File: src/verilog/mpu_pkg.sv
// Shared types and constants for the data-side memory protection block
// Also holds the fixed PMA region table
`default_nettype none

package mpu_pkg;

  ////////////////////
  // Plain vector types
  ////////////////////

  // Byte address and data of a transfer
  typedef logic [31:0] addr_t;
  typedef logic [31:0] data_t;

  // PMP address CSR, byte address shifted right by 2
  typedef logic [31:0] pmp_addr_t;

  // PMP config byte: R bit 0, W bit 1, X bit 2, mode bits 4:3, L bit 7
  typedef logic [7:0] pmp_cfg_t;

  // Bus memory type: bit 0 bufferable, bit 1 cacheable
  typedef logic [1:0] memtype_t;

  // Config byte field positions
  localparam int unsigned PMP_CFG_R_BIT = 0;
  localparam int unsigned PMP_CFG_W_BIT = 1;
  localparam int unsigned PMP_CFG_L_BIT = 7;

  ////////////////////
  // Enums
  ////////////////////

  typedef enum logic [1:0] {
    PRIV_U = 2'b00,
    PRIV_M = 2'b11
  } priv_lvl_e;

  // NAPOT decodes like OFF in this block
  typedef enum logic [1:0] {
    PMP_OFF   = 2'b00,
    PMP_TOR   = 2'b01,
    PMP_NA4   = 2'b10,
    PMP_NAPOT = 2'b11
  } pmp_mode_e;

  typedef enum logic [1:0] {
    PMP_ACC_READ  = 2'b00,
    PMP_ACC_WRITE = 2'b01
  } pmp_req_e;

  typedef enum logic [1:0] {
    MPU_OK       = 2'b00,
    MPU_RE_FAULT = 2'b01,
    MPU_WR_FAULT = 2'b10
  } mpu_status_e;

  typedef enum logic [2:0] {
    MPU_IDLE,
    MPU_RE_ERR_WAIT,
    MPU_WR_ERR_WAIT,
    MPU_RE_ERR_RESP,
    MPU_WR_ERR_RESP
  } mpu_state_e;

  ////////////////////
  // PMA region table
  ////////////////////

  // MAIN: cacheable and bufferable, atomics allowed
  localparam addr_t    PMA_MAIN_BASE    = 32'h0000_0000;
  localparam addr_t    PMA_MAIN_SIZE    = 32'h0001_0000;
  localparam memtype_t PMA_MAIN_MEMTYPE = 2'b11;
  localparam logic     PMA_MAIN_ATOMIC  = 1'b1;

  // IO: strongly ordered, no atomics
  localparam addr_t    PMA_IO_BASE      = 32'h1000_0000;
  localparam addr_t    PMA_IO_SIZE      = 32'h0000_1000;
  localparam memtype_t PMA_IO_MEMTYPE   = 2'b00;
  localparam logic     PMA_IO_ATOMIC    = 1'b0;

  // BUF: bufferable only, no atomics
  localparam addr_t    PMA_BUF_BASE     = 32'h2000_0000;
  localparam addr_t    PMA_BUF_SIZE     = 32'h0000_1000;
  localparam memtype_t PMA_BUF_MEMTYPE  = 2'b01;
  localparam logic     PMA_BUF_ATOMIC   = 1'b0;

endpackage

`default_nettype wire

File: src/verilog/pma_check.sv
// PMA decode for the data side
// Maps an address onto the fixed region table, gives error and memory type
`timescale 1ns/1ps
`default_nettype none

module pma_check (
  input  wire  mpu_pkg::addr_t    addr_i,
  input  wire                     atomic_i,
  output logic                    pma_err_o,
  output mpu_pkg::memtype_t       pma_memtype_o
);

  logic hit_main;
  logic hit_io;
  logic hit_buf;

  // Offset compare, wraps below base so one unsigned test covers both bounds
  assign hit_main = (addr_i - mpu_pkg::PMA_MAIN_BASE) < mpu_pkg::PMA_MAIN_SIZE;
  assign hit_io   = (addr_i - mpu_pkg::PMA_IO_BASE)   < mpu_pkg::PMA_IO_SIZE;
  assign hit_buf  = (addr_i - mpu_pkg::PMA_BUF_BASE)  < mpu_pkg::PMA_BUF_SIZE;

  always_comb begin
    // Unmapped by default
    pma_err_o     = 1'b1;
    pma_memtype_o = 2'b00;

    if (hit_main) begin
      pma_err_o     = atomic_i && !mpu_pkg::PMA_MAIN_ATOMIC;
      pma_memtype_o = mpu_pkg::PMA_MAIN_MEMTYPE;
    end else if (hit_io) begin
      // Atomics rejected here
      pma_err_o     = atomic_i && !mpu_pkg::PMA_IO_ATOMIC;
      pma_memtype_o = mpu_pkg::PMA_IO_MEMTYPE;
    end else if (hit_buf) begin
      pma_err_o     = atomic_i && !mpu_pkg::PMA_BUF_ATOMIC;
      pma_memtype_o = mpu_pkg::PMA_BUF_MEMTYPE;
    end

    // Faulting access carries no attributes toward the bus
    if (pma_err_o) begin
      pma_memtype_o = 2'b00;
    end
  end

endmodule

`default_nettype wire

File: src/verilog/pmp_check.sv
// PMP region match for data accesses
// TOR and NA4 matching, lowest entry wins, lock and privilege rules applied
`timescale 1ns/1ps
`default_nettype none

module pmp_check #(
  parameter int unsigned PMP_NUM_REGIONS = 4
) (
  input  wire  mpu_pkg::addr_t     addr_i,
  input  wire  mpu_pkg::pmp_req_e  req_type_i,
  input  wire  mpu_pkg::priv_lvl_e priv_lvl_i,
  input  wire  mpu_pkg::pmp_cfg_t  csr_pmp_cfg_i  [PMP_NUM_REGIONS],
  input  wire  mpu_pkg::pmp_addr_t csr_pmp_addr_i [PMP_NUM_REGIONS],
  output logic                     pmp_err_o
);

  mpu_pkg::pmp_addr_t         word_addr;
  logic                       is_mach;
  logic [PMP_NUM_REGIONS-1:0] region_match;
  logic [PMP_NUM_REGIONS-1:0] region_allow;

  // CSRs hold word addresses
  assign word_addr = {2'b00, addr_i[31:2]};
  assign is_mach   = (priv_lvl_i == mpu_pkg::PRIV_M);

  ////////////////////
  // Per-region match
  ////////////////////

  for (genvar i = 0; i < PMP_NUM_REGIONS; i++) begin : g_region
    mpu_pkg::pmp_addr_t lower;
    mpu_pkg::pmp_mode_e mode;
    logic               tor_hit;
    logic               na4_hit;
    logic               perm;
    logic               locked;

    // Entry 0 has zero as its TOR lower bound
    if (i == 0) begin : g_first
      assign lower = '0;
    end else begin : g_rest
      assign lower = csr_pmp_addr_i[i-1];
    end

    // Mode field is bits 4:3
    assign mode    = mpu_pkg::pmp_mode_e'(csr_pmp_cfg_i[i][4:3]);
    assign tor_hit = (word_addr >= lower) && (word_addr < csr_pmp_addr_i[i]);
    assign na4_hit = (word_addr == csr_pmp_addr_i[i]);

    // NAPOT and OFF never match
    assign region_match[i] = ((mode == mpu_pkg::PMP_TOR) && tor_hit) ||
                             ((mode == mpu_pkg::PMP_NA4) && na4_hit);

    // Permission bit for this access kind
    assign perm = (req_type_i == mpu_pkg::PMP_ACC_WRITE) ?
                  csr_pmp_cfg_i[i][mpu_pkg::PMP_CFG_W_BIT] :
                  csr_pmp_cfg_i[i][mpu_pkg::PMP_CFG_R_BIT];
    assign locked = csr_pmp_cfg_i[i][mpu_pkg::PMP_CFG_L_BIT];

    // M-mode bypasses unlocked entries, otherwise the bit decides
    assign region_allow[i] = (is_mach && !locked) || perm;
  end

  ////////////////////
  // Priority decision
  ////////////////////

  always_comb begin
    // No match: M allowed, U denied
    pmp_err_o = !is_mach;
    // Walk downward so the lowest matching entry is applied last
    for (int i = PMP_NUM_REGIONS - 1; i >= 0; i--) begin
      if (region_match[i]) begin
        pmp_err_o = !region_allow[i];
      end
    end
  end

endmodule

`default_nettype wire

File: src/verilog/mpu.sv
// Data-side memory protection unit
// Forwards passing transfers with memtype, consumes faults and answers them
// once earlier bus transactions have drained
`timescale 1ns/1ps
`default_nettype none

module mpu #(
  parameter int unsigned PMP_NUM_REGIONS = 4
) (
  input  wire                      clk,
  input  wire                      rst_n,
  // Core request
  input  wire                      core_trans_valid_i,
  output logic                     core_trans_ready_o,
  input  wire  mpu_pkg::addr_t     core_addr_i,
  input  wire                      core_we_i,
  input  wire  mpu_pkg::data_t     core_wdata_i,
  input  wire                      core_atomic_i,
  // Bus request
  output logic                     bus_trans_valid_o,
  input  wire                      bus_trans_ready_i,
  output mpu_pkg::addr_t           bus_addr_o,
  output logic                     bus_we_o,
  output mpu_pkg::data_t           bus_wdata_o,
  output mpu_pkg::memtype_t        bus_memtype_o,
  // Bus response
  input  wire                      bus_resp_valid_i,
  input  wire  mpu_pkg::data_t     bus_rdata_i,
  input  wire                      bus_err_i,
  // Core response
  output logic                     core_resp_valid_o,
  output mpu_pkg::data_t           core_rdata_o,
  output logic                     core_bus_err_o,
  output mpu_pkg::mpu_status_e     core_status_o,
  // CSRs and privilege
  input  wire  mpu_pkg::pmp_cfg_t  csr_pmp_cfg_i  [PMP_NUM_REGIONS],
  input  wire  mpu_pkg::pmp_addr_t csr_pmp_addr_i [PMP_NUM_REGIONS],
  input  wire  mpu_pkg::priv_lvl_e priv_lvl_i,
  // Next-cycle outstanding count is one
  input  wire                      one_txn_pend_n_i
);

  logic                 pma_err;
  logic                 pmp_err;
  logic                 mpu_err;
  mpu_pkg::memtype_t    pma_memtype;
  mpu_pkg::pmp_req_e    pmp_req_type;
  mpu_pkg::mpu_state_e  state_q;
  mpu_pkg::mpu_state_e  state_n;
  logic                 block_core;
  logic                 block_bus;
  logic                 fault_resp_valid;
  mpu_pkg::mpu_status_e fault_status;

  ////////////////////
  // Checkers
  ////////////////////

  pma_check u_pma_check (
    .addr_i        (core_addr_i),
    .atomic_i      (core_atomic_i),
    .pma_err_o     (pma_err),
    .pma_memtype_o (pma_memtype)
  );

  assign pmp_req_type = core_we_i ? mpu_pkg::PMP_ACC_WRITE : mpu_pkg::PMP_ACC_READ;

  pmp_check #(
    .PMP_NUM_REGIONS (PMP_NUM_REGIONS)
  ) u_pmp_check (
    .addr_i         (core_addr_i),
    .req_type_i     (pmp_req_type),
    .priv_lvl_i     (priv_lvl_i),
    .csr_pmp_cfg_i  (csr_pmp_cfg_i),
    .csr_pmp_addr_i (csr_pmp_addr_i),
    .pmp_err_o      (pmp_err)
  );

  assign mpu_err = pma_err || pmp_err;

  ////////////////////
  // Fault FSM
  ////////////////////

  always_comb begin
    state_n          = state_q;
    block_core       = 1'b0;
    block_bus        = 1'b0;
    fault_resp_valid = 1'b0;
    fault_status     = mpu_pkg::MPU_OK;

    case (state_q)
      mpu_pkg::MPU_IDLE: begin
        // A faulting request never shows as valid on the bus
        if (mpu_err && core_trans_valid_i) begin
          block_bus = 1'b1;
          // Fault taken only on a cycle the core handshake completes
          if (bus_trans_ready_i) begin
            if (core_we_i) begin
              state_n = one_txn_pend_n_i ? mpu_pkg::MPU_WR_ERR_RESP :
                                           mpu_pkg::MPU_WR_ERR_WAIT;
            end else begin
              state_n = one_txn_pend_n_i ? mpu_pkg::MPU_RE_ERR_RESP :
                                           mpu_pkg::MPU_RE_ERR_WAIT;
            end
          end
        end
      end
      mpu_pkg::MPU_RE_ERR_WAIT, mpu_pkg::MPU_WR_ERR_WAIT: begin
        // Hold everything off until only the faulting transfer remains
        block_core = 1'b1;
        block_bus  = 1'b1;
        if (one_txn_pend_n_i) begin
          state_n = (state_q == mpu_pkg::MPU_RE_ERR_WAIT) ?
                    mpu_pkg::MPU_RE_ERR_RESP : mpu_pkg::MPU_WR_ERR_RESP;
        end
      end
      mpu_pkg::MPU_RE_ERR_RESP, mpu_pkg::MPU_WR_ERR_RESP: begin
        block_core       = 1'b1;
        block_bus        = 1'b1;
        fault_resp_valid = 1'b1;
        fault_status     = (state_q == mpu_pkg::MPU_RE_ERR_RESP) ?
                           mpu_pkg::MPU_RE_FAULT : mpu_pkg::MPU_WR_FAULT;
        state_n          = mpu_pkg::MPU_IDLE;
      end
      default: state_n = mpu_pkg::MPU_IDLE;
    endcase
  end

  always_ff @(posedge clk or negedge rst_n) begin
    if (!rst_n) begin
      state_q <= mpu_pkg::MPU_IDLE;
    end else begin
      state_q <= state_n;
    end
  end

  ////////////////////
  // Forwarding
  ////////////////////

  assign core_trans_ready_o = bus_trans_ready_i && !block_core;
  assign bus_trans_valid_o  = core_trans_valid_i && !block_bus;
  assign bus_addr_o         = core_addr_i;
  assign bus_we_o           = core_we_i;
  assign bus_wdata_o        = core_wdata_i;
  assign bus_memtype_o      = pma_memtype;

  // Response mux, bus and fault strobes are exclusive
  assign core_resp_valid_o = bus_resp_valid_i || fault_resp_valid;
  assign core_rdata_o      = bus_resp_valid_i ? bus_rdata_i : '0;
  assign core_bus_err_o    = bus_resp_valid_i && bus_err_i;
  assign core_status_o     = fault_status;

  // A fault answer must never collide with a drained bus response
  a_resp_exclusive: assert property (@(posedge clk) disable iff (!rst_n)
    !(bus_resp_valid_i && fault_resp_valid))
    else $error("bus and fault response in the same cycle");

  // Bus stays quiet while a fault is being handled
  a_bus_blocked: assert property (@(posedge clk) disable iff (!rst_n)
    (state_q != mpu_pkg::MPU_IDLE) |-> !bus_trans_valid_o)
    else $error("bus request outside MPU_IDLE");

endmodule

`default_nettype wire

File: src/verilog/txn_tracker.sv
// Outstanding transaction counter
// Flags when the count for the next cycle is exactly one
`timescale 1ns/1ps
`default_nettype none

module txn_tracker (
  input  wire  clk,
  input  wire  rst_n,
  input  wire  core_accept_i,
  input  wire  core_resp_valid_i,
  output logic one_txn_pend_n_o
);

  // Wide enough for any backlog the bus can build
  localparam int unsigned CNT_W = 8;

  logic [CNT_W-1:0] cnt_q;
  logic [CNT_W-1:0] cnt_n;

  ////////////////////
  // Next count
  ////////////////////

  always_comb begin
    cnt_n = cnt_q;
    // Accept and response in one cycle cancel out
    case ({core_accept_i, core_resp_valid_i})
      2'b10:   cnt_n = cnt_q + 1'b1;
      2'b01:   cnt_n = cnt_q - 1'b1;
      default: cnt_n = cnt_q;
    endcase
  end

  always_ff @(posedge clk or negedge rst_n) begin
    if (!rst_n) begin
      cnt_q <= '0;
    end else begin
      cnt_q <= cnt_n;
    end
  end

  // Looks one cycle ahead
  assign one_txn_pend_n_o = (cnt_n == CNT_W'(1));

  // Every response belongs to a transfer accepted in an earlier cycle
  a_no_underflow: assert property (@(posedge clk) disable iff (!rst_n)
    core_resp_valid_i |-> (cnt_q != '0))
    else $error("response with no outstanding transaction");

endmodule

`default_nettype wire

File: src/verilog/lsu_mpu_top.sv
// Load/store protection top level
// Joins the MPU with its outstanding transaction tracker
`timescale 1ns/1ps
`default_nettype none

module lsu_mpu_top #(
  parameter int unsigned PMP_NUM_REGIONS = 4
) (
  input  wire                      clk,
  input  wire                      rst_n,
  input  wire                      core_trans_valid_i,
  output logic                     core_trans_ready_o,
  input  wire  mpu_pkg::addr_t     core_addr_i,
  input  wire                      core_we_i,
  input  wire  mpu_pkg::data_t     core_wdata_i,
  input  wire                      core_atomic_i,
  output logic                     bus_trans_valid_o,
  input  wire                      bus_trans_ready_i,
  output mpu_pkg::addr_t           bus_addr_o,
  output logic                     bus_we_o,
  output mpu_pkg::data_t           bus_wdata_o,
  output mpu_pkg::memtype_t        bus_memtype_o,
  input  wire                      bus_resp_valid_i,
  input  wire  mpu_pkg::data_t     bus_rdata_i,
  input  wire                      bus_err_i,
  output logic                     core_resp_valid_o,
  output mpu_pkg::data_t           core_rdata_o,
  output logic                     core_bus_err_o,
  output mpu_pkg::mpu_status_e     core_status_o,
  input  wire  mpu_pkg::pmp_cfg_t  csr_pmp_cfg_i  [PMP_NUM_REGIONS],
  input  wire  mpu_pkg::pmp_addr_t csr_pmp_addr_i [PMP_NUM_REGIONS],
  input  wire  mpu_pkg::priv_lvl_e priv_lvl_i
);

  logic core_accept;
  logic one_txn_pend_n;

  // Core handshake, faulting transfers count too
  assign core_accept = core_trans_valid_i && core_trans_ready_o;

  mpu #(
    .PMP_NUM_REGIONS (PMP_NUM_REGIONS)
  ) u_mpu (
    .clk, .rst_n,
    .core_trans_valid_i, .core_trans_ready_o, .core_addr_i,
    .core_we_i, .core_wdata_i, .core_atomic_i,
    .bus_trans_valid_o, .bus_trans_ready_i, .bus_addr_o,
    .bus_we_o, .bus_wdata_o, .bus_memtype_o,
    .bus_resp_valid_i, .bus_rdata_i, .bus_err_i,
    .core_resp_valid_o, .core_rdata_o, .core_bus_err_o, .core_status_o,
    .csr_pmp_cfg_i, .csr_pmp_addr_i, .priv_lvl_i,
    .one_txn_pend_n_i (one_txn_pend_n)
  );

  txn_tracker u_txn_tracker (
    .clk               (clk),
    .rst_n             (rst_n),
    .core_accept_i     (core_accept),
    .core_resp_valid_i (core_resp_valid_o),
    .one_txn_pend_n_o  (one_txn_pend_n)
  );

endmodule

`default_nettype wire

File: config.mk
export PLATFORM = sky130hd
export DESIGN_NAME = lsu_mpu_top
export DESIGN_NICKNAME = d
export VERILOG_FILES = /design/src/verilog/mpu_pkg.sv /design/src/verilog/pma_check.sv /design/src/verilog/pmp_check.sv /design/src/verilog/mpu.sv /design/src/verilog/txn_tracker.sv /design/src/verilog/lsu_mpu_top.sv
export SDC_FILE = /design/constraint.sdc
export NUM_CORES = 1
export LEC_CHECK = 0
export BUFFER_PORTS_ARGS = -buffer_cell sky130_fd_sc_hd__buf_4
export CAP_MARGIN = 20
export CORE_AREA = 4 4 141 143
export DETAILED_ROUTE_END_ITERATION = 10
export DIE_AREA = 0 0 145 147
export HOLD_SLACK_MARGIN = 0.1
export REMOVE_ABC_BUFFERS = 1
export SETUP_SLACK_MARGIN = 0.15
export SYNTH_ARGS = -nofsm -noshare
export SYNTH_HDL_FRONTEND = slang
export SYNTH_SLANG_ARGS = --single-unit
File: constraint.sdc
create_clock -name clk -period 8.6 [get_ports clk]
set_input_delay 0.43 -clock clk [delete_from_list [all_inputs] [get_ports clk]]
set_output_delay 0.43 -clock clk [all_outputs]
set_load 0.01 [all_outputs]
# Yosys cells after proc, flatten, opt, wreduce, memory -nomap -nowiden
# Index checks and enable logic that the tools add are counted.
# totals
register_bits	11
input_bits	266
out_inout_bits	105
# op_classes
add_sub_neg	4
magnitude_cmp	11
eq_ne	24
n_mux	32
n_reduce_logical	47
# op_table
operator	n
equality test 30 x 32 -> 1 bit	4
less-than comparator 30 x 32 -> 1 bit	4
>= comparator 30 x 32 -> 1 bit	3
less-than comparator 32 x 13 -> 1 bit (second input constant)	2
less-than comparator 32 x 17 -> 1 bit (second input constant)	1
2-to-1 mux 32 bit	1
subtractor 32 x 29 -> 32 bit (second input constant)	1
subtractor 32 x 30 -> 32 bit (second input constant)	1
>= comparator 30 x 1 -> 1 bit (second input constant)	1
logical AND 1 bit	21
2-to-1 mux 3 bit	6
2-to-1 mux 1 bit	17
case mux 8 bit (2 select lines)	1
equality test 2 x 1 -> 1 bit (second input constant)	6
equality test 2 bit (second input constant)	6
logical NOT 1 bit	11
logical OR 1 bit	10
2-to-1 mux 2 bit	5
adder 8 x 1 -> 8 bit (second input constant)	1
equality test 8 x 1 -> 1 bit (second input constant)	1
subtractor 8 x 1 -> 8 bit (second input constant)	1
equality test 3 x 2 -> 1 bit (second input constant)	2
case mux 3 bit (2 select lines)	1
!= test 2 x 1 -> 1 bit (second input constant)	2
8 further kinds	9

# Logic depth before layout (Yosys ltp)
# depth
depth_word	15
ltp_mapped	18

# Hierarchy
# A second synthesis with hierarchy kept.
# hier_totals
hier_cells	697
area_unflattened_um2	5151.2
# by_module_without_submodules
module	instances	cells_per_inst	area_per_inst_um2	seq_area_each_um2
pmp_check	1	455	3243.1	0.0
mpu	1	128	963.4	75.1
txn_tracker	1	90	788.3	200.2
pma_check	1	23	150.1	0.0
lsu_mpu_top	1	1	6.3	0.0

# Worst setup path before layout
# OpenSTA, ideal clock, no wires.
# synth_path
path_kind	register to register
startpoint	register u_mpu.state_q[1]
endpoint	register u_mpu.state_q[1]
setup_ns	0.095
arrival_time_ns	3.757
t_required_ns	8.505
setup_slack_ns	4.748
stages_incl_launch_ff	16
period_less_slack_ns	3.852
cell_sequence	dfrtp_1 clkbuf_1 nor2_1 and2_1 or3_1 ha_1 fa_1 a21o_1 a21o_1 a21o_1 a21oi_1 xor2_1 o211ai_1 or3b_2 o21a_1 o31ai_1
# synth_lines
element	line	source
start, declared	mpu.sv:48	mpu_pkg::mpu_state_e state_q;
start signal, assigned	mpu.sv:132	state_q <= mpu_pkg::MPU_IDLE;
start signal, assigned	mpu.sv:134	state_q <= state_n;
equality test 3 bit / equality test 3 x 2 -> 1 bit (equally long branches)	mpu.sv:92	case (state_q)
OR reduction 2 bit (*)	mpu.sv:92	
2-to-1 mux 1 bit (*)	mpu.sv:92	
logical OR 1 bit (*)	mpu.sv:150	assign core_resp_valid_o = bus_resp_valid_i || fault_resp_valid;
via core_resp_valid_o	lsu_mpu_top.sv:26	output logic core_resp_valid_o,
equality test 2 x 1 -> 1 bit / equality test 2 bit (equally long branches)	txn_tracker.sv:27	case ({core_accept_i, core_resp_valid_i})
case mux 8 bit (2 select lines) (*)	txn_tracker.sv:27	
equality test 8 x 1 -> 1 bit (*)	txn_tracker.sv:43	assign one_txn_pend_n_o = (cnt_n == CNT_W'(1));
2-to-1 mux 2 bit / 2-to-1 mux 3 bit (equally long branches)	mpu.sv:103, mpu.sv:100	
2-to-1 mux 3 bit	mpu.sv:99	if (core_we_i) begin
2-to-1 mux 3 bit	mpu.sv:98	if (bus_trans_ready_i) begin
2-to-1 mux 3 bit	mpu.sv:95	if (mpu_err && core_trans_valid_i) begin
case mux 3 bit (2 select lines)	mpu.sv:92	
# Mark *: on every way through the listed nets, which the timed path passes. The rest lies on a longest branch. The select of a mux whose other input is x is not followed.
# A chain may end at the register's enable or synchronous reset.

# Final worst setup path
# layout_path
startpoint	register u_mpu.state_q[1]
endpoint	register u_mpu.state_q[1]
# layout_via
elab_chain_cells	14
# layout_lines
element	line	source
equality test 3 bit, or another cell as far along	mpu.sv:92	
OR reduction 4 bit (no source line)	n/a	
2-to-1 mux 1 bit	mpu.sv:92	
logical NOT 1 bit	mpu.sv:142	assign core_trans_ready_o = bus_trans_ready_i && !block_core;
logical AND 1 bit	mpu.sv:142	
logical AND 1 bit	lsu_mpu_top.sv:39	assign core_accept = core_trans_valid_i && core_trans_ready_o;
equality test 2 x 1 -> 1 bit / equality test 2 bit (equally long branches)	txn_tracker.sv:27	
case mux 8 bit (2 select lines) (*)	txn_tracker.sv:27	
via u_txn_tracker.cnt_n[7]	txn_tracker.sv:18	logic [CNT_W-1:0] cnt_n;
equality test 8 x 1 -> 1 bit (*)	txn_tracker.sv:43	
2-to-1 mux 2 bit / 2-to-1 mux 3 bit (equally long branches)	mpu.sv:103, mpu.sv:100	
2-to-1 mux 3 bit	mpu.sv:99	
2-to-1 mux 3 bit	mpu.sv:98	
2-to-1 mux 3 bit	mpu.sv:95	
case mux 3 bit (2 select lines)	mpu.sv:92	
# Marked as above.

==> impl_metrics.json <==
{
  "status": "complete, no violations",
  "setup_viol": 0,
  "setup_tns_ns": 0,
  "cts_buffer_depth": 2,
  "rsz0062_at_grt": "no",
  "area_growth_pct": 41.4,
  "fin_skew_ns": 0.00150,
  "hold_path_depth": 1,
  "syn-cell-area_um2": 4960,
  "startpoint_type": "flop",
  "drtPass1Iterations": 4,
  "antenna_left": 0,
  "critPathCaptureType": "flop",
  "clk_pin_slew_worst_paths_ns": 0.04,
  "synth_compound_gate_area_share_pct": 18.5,
  "gp_congestion": 0.821,
  "drive_gt1_share_pct": 34.1,
  "async_flop_share_pct": 100,
  "cell_internal_pwr_mw": 0.427,
  "pwr-share-comb_pct": 74.8,
  "worst_slew_pin_slew_ns": 0.601,
  "critPathMaxFanout": 8,
  "nets": 1286,
  "cpMostUsedCell": "ha_1",
  "die-width_um": 145,
  "rr_worst_depth": 17,
  "synth-simple-area-share_pct": 19.8,
  "die_y_um": 147,
  "rr_endpoint": "u_mpu.state_q[1]$_DFFE_PN0P_",
  "hold_class": "flop to flop",
  "p_per_area_nw_per_um2": 108,
  "die_area_um2": 21300,
  "crit_type": "flop to flop",
  "synthMuxAreaShare_pct": 1.01,
  "period_needed_ns": 4.06,
  "rows": 50,
  "synthAdderAreaFrac_pct": 33.2,
  "grt_overflow_total": 0,
  "drt-total-wl_um": 19400,
  "port_buffers": 290,
  "grt.total_usage_pct": 17.2,
  "vias": 5267,
  "routedWlPerCell_um": 17.3,
  "power.share.clock_pct": 10.8,
  "cts_resized": 0,
  "root_buffer": "clkbuf_16",
  "clkSinkCount": 11,
  "synth_top_family_by_area": "adder cells",
  "vias_per_cell": 4.69,
  "synth_edf_count": 0,
  "min_from": "u_txn_tracker.cnt_q[7]$_DFF_PN0_",
  "nFillCells": 1970,
  "avgSynthCellArea_um2": 7.47,
  "synth_xor_xnor_area_share_pct": 1.94,
  "min_to": "u_txn_tracker.cnt_q[7]$_DFF_PN0_",
  "slew_headroom_pct": 59.5,
  "grt_pass1_wl_um": 29100,
  "ff2ff_setup_slack_ns": 4.54,
  "clkLatencyLatePin_ns": 0.23,
  "crit_arrival_ns": 4.15,
  "ys_warn_count": 0,
  "cts_tree": "built",
  "ir_drop_mv": 0.0805,
  "syn_inst": 664,
  "yosys.cell_types.count": 62,
  "drv_slew": 0,
  "grt_max_degree": 35,
  "cellLeakagePower_nw": 3.98,
  "drc": 0,
  "worstReg2RegStart": "u_mpu.state_q[1]$_DFFE_PN0P_",
  "period_share_pct": 47.2,
  "cts_buffers": 3,
  "fmax_ghz": 0.247,
  "ys_seq_area_share_pct": 5.55,
  "finalPower_mw": 0.758,
  "ios": 371,
  "hold_viol": 0,
  "drv_cap": 0,
  "dp_hpwl_um": 17800,
  "grt_pass1_vias": 5163,
  "start_util_pct": 26.7,
  "drtIter0Drc": 116,
  "cts_max_level": 1,
  "power_frac_seq_pct": 14.4,
  "max_stage_delay_ns": 0.45,
  "p_sw_mw": 0.331,
  "coreArea_um2": 18600,
  "ys.flop_type": "dfrtp_1",
  "antenna_found_initial": 0,
  "crit_slowest_cell": "dfrtp_1",
  "cp.required_ns": 8.70,
  "yosys_register_bits": 11,
  "crit_chain": "nor2_1 -> nor2b_1 -> o21a_1 -> nand2_1 -> ha_1 -> ha_1 -> a21o_1 -> a21o_1 -> a22o_1 -> o41ai_1 -> xor2_1 -> nor2_1 -> xor2_1 -> nor3_1 -> ha_1 -> o21ai_0 -> o31ai_1",
  "swShare_pct": 43.7
}
## metrics by stage
| step | util, % | instance area (µm²) | setup slack [ns] | hold slack, ns | instances |
|---|---|---|---|---|---|
| 6_report | 37.7 | 7010 | 4.54 | 0.498 | 1123 |
| 3_3_place_gp | 37.2 | 6920 | 4.58 | 0.268 | 1117 |
| 3_5_place_dp | 37.2 | 6920 | 4.56 | 0.268 | 1117 |
| 4_1_cts | 37.7 | 7010 | 4.53 | 0.504 | 1122 |
| 5_1_grt | 37.7 | 7010 | 4.19 | 0.533 | 1122 |
| 2_1_floorplan | - | 4450 | 4.86 | 0.134 | 593 |
## routing by layer
layer / GRT usage, % / share of wire, %
met2: 27.7 / 44
met4: 1.66 / 0.67
met3: 9.90 / 14
met5: 3.41 / 0.49
met1: 20.6 / 41
## sequential cells by signal, indices dropped and copies added (netlist names)
register,count
u_txn_tracker.cnt_q,8
u_mpu.state_q,3
## cell type report
cell class | instances | area [µm²] | area share (%)
repair buffers | 291 | 2190 | 31.2
flip-flops and latches | 11 | 275 | 3.93
inverters | 128 | 480 | 6.85
multi-input cells | 454 | 3690 | 52.7
clock buffers | 4 | 78.8 | 1.12
well taps | 234 | 293 | 4.18
diodes | 1 | 2.50 | 0.0357
## power groups by stage
stage	logic [mW]	clock network, mW	registers (mW)
after floorplan	0.357	0	0.103
after global placement	0.560	0	0.109
after detailed placement	0.567	0	0.109
after CTS	0.576	0.0834	0.109
after global routing	0.647	0.0871	0.114
final	0.567	0.0819	0.109
## worst max-delay path, delay by kind of cell, from the launching register on
| kind | cells | cell delay, ns |
|---|---|---|
| flip-flops | 1 | 0.45 |
| adder cells (fa/ha/maj) | 3 | 0.96 |
| AND/OR/NAND/NOR | 5 | 0.76 |
| XOR/XNOR | 2 | 0.37 |
| AO/OA/AOI/OAI | 7 | 1.38 |
## cell families after synthesis
| family | after synthesis |
|---|---|
| multiplexers | 5 |
| adder cells (fa/ha/maj) | 131 |
| XOR/XNOR | 11 |
| flip-flops | 11 |
| AO/OA/AOI/OAI | 138 |
| AND/OR/NAND/NOR | 169 |
| buffers and inverters | 199 |
## synthesized netlist by cell type, types with 3 or more instances
master       n  area share [%]
ha_1       130              33
inv_1      128             9.7
buf_4       65             9.8
a21oi_1     51             5.1
and2_1      36             4.5
nand2_1     33             2.5
nand4_1     20             2.5
o21ai_0     18             1.8
nor2_1      17             1.3
nand3_1     16             1.6
a21o_1      15             2.3
dfrtp_1     11             5.6
nor3_1      11             1.1
o21a_1       8             1.2
xnor2_1      7             1.2
clkbuf_1     6            0.45
nor4_1       6            0.76
o211ai_1     6            0.91
and4_1       5            0.88
mux2i_1      5             1.0
nor2b_1      5            0.63
a221oi_1     4            0.71
nor3b_1      4            0.61
xor2_1       4            0.71
a211oi_1     3            0.45
a21boi_0     3            0.45
o2111ai_1    3            0.53
o21ai_1      3            0.30
o31ai_1      3            0.45
## placed cells by master, fill, tap and decap left out, types with 2 or more instances in the layout
master     netlist  routed
buf_4           65     290
ha_1           130     130
inv_1          128     128
a21oi_1         51      51
and2_1          36      36
nand2_1         33      33
nand4_1         20      20
o21ai_0         18      18
nor2_1          17      17
nand3_1         16      16
a21o_1          15      15
nor3_1          11      11
dfrtp_1         11      11
o21a_1           8       8
xnor2_1          7       7
nor4_1           6       6
o211ai_1         6       6
nor2b_1          5       5
mux2i_1          5       5
and4_1           5       5
xor2_1           4       4
nor3b_1          4       4
a221oi_1         4       4
o21ai_1          3       3
a211oi_1         3       3
a21boi_0         3       3
o31ai_1          3       3
o2111ai_1        3       3
clkbuf_16        0       3
or3_1            2       2
nand4bb_1        2       2
or4_4            2       2
a221o_1          2       2
a22oi_1          2       2
## how the worst max path moves through the flow
stage                                      start                      endpoint  depth (start not counted)
global placement    u_mpu.state_q[1]$_DFFE_PN0P_  u_mpu.state_q[1]$_DFFE_PN0P_                         17
detailed placement  u_mpu.state_q[1]$_DFFE_PN0P_  u_mpu.state_q[1]$_DFFE_PN0P_                         17
floorplan           u_mpu.state_q[1]$_DFFE_PN0P_  u_mpu.state_q[1]$_DFFE_PN0P_                         14
global route        u_mpu.state_q[1]$_DFFE_PN0P_  u_mpu.state_q[1]$_DFFE_PN0P_                         17
CTS                 u_mpu.state_q[1]$_DFFE_PN0P_  u_mpu.state_q[1]$_DFFE_PN0P_                         16
finish              u_mpu.state_q[1]$_DFFE_PN0P_  u_mpu.state_q[1]$_DFFE_PN0P_                         17
## timing repair
item / 4_1_cts / 5_1_grt
hold buffers: 1 / 0
buffers inserted: 0 / 0
endpoints found under the hold margin: 11 / 0
(Power assumes the default switching activity.)
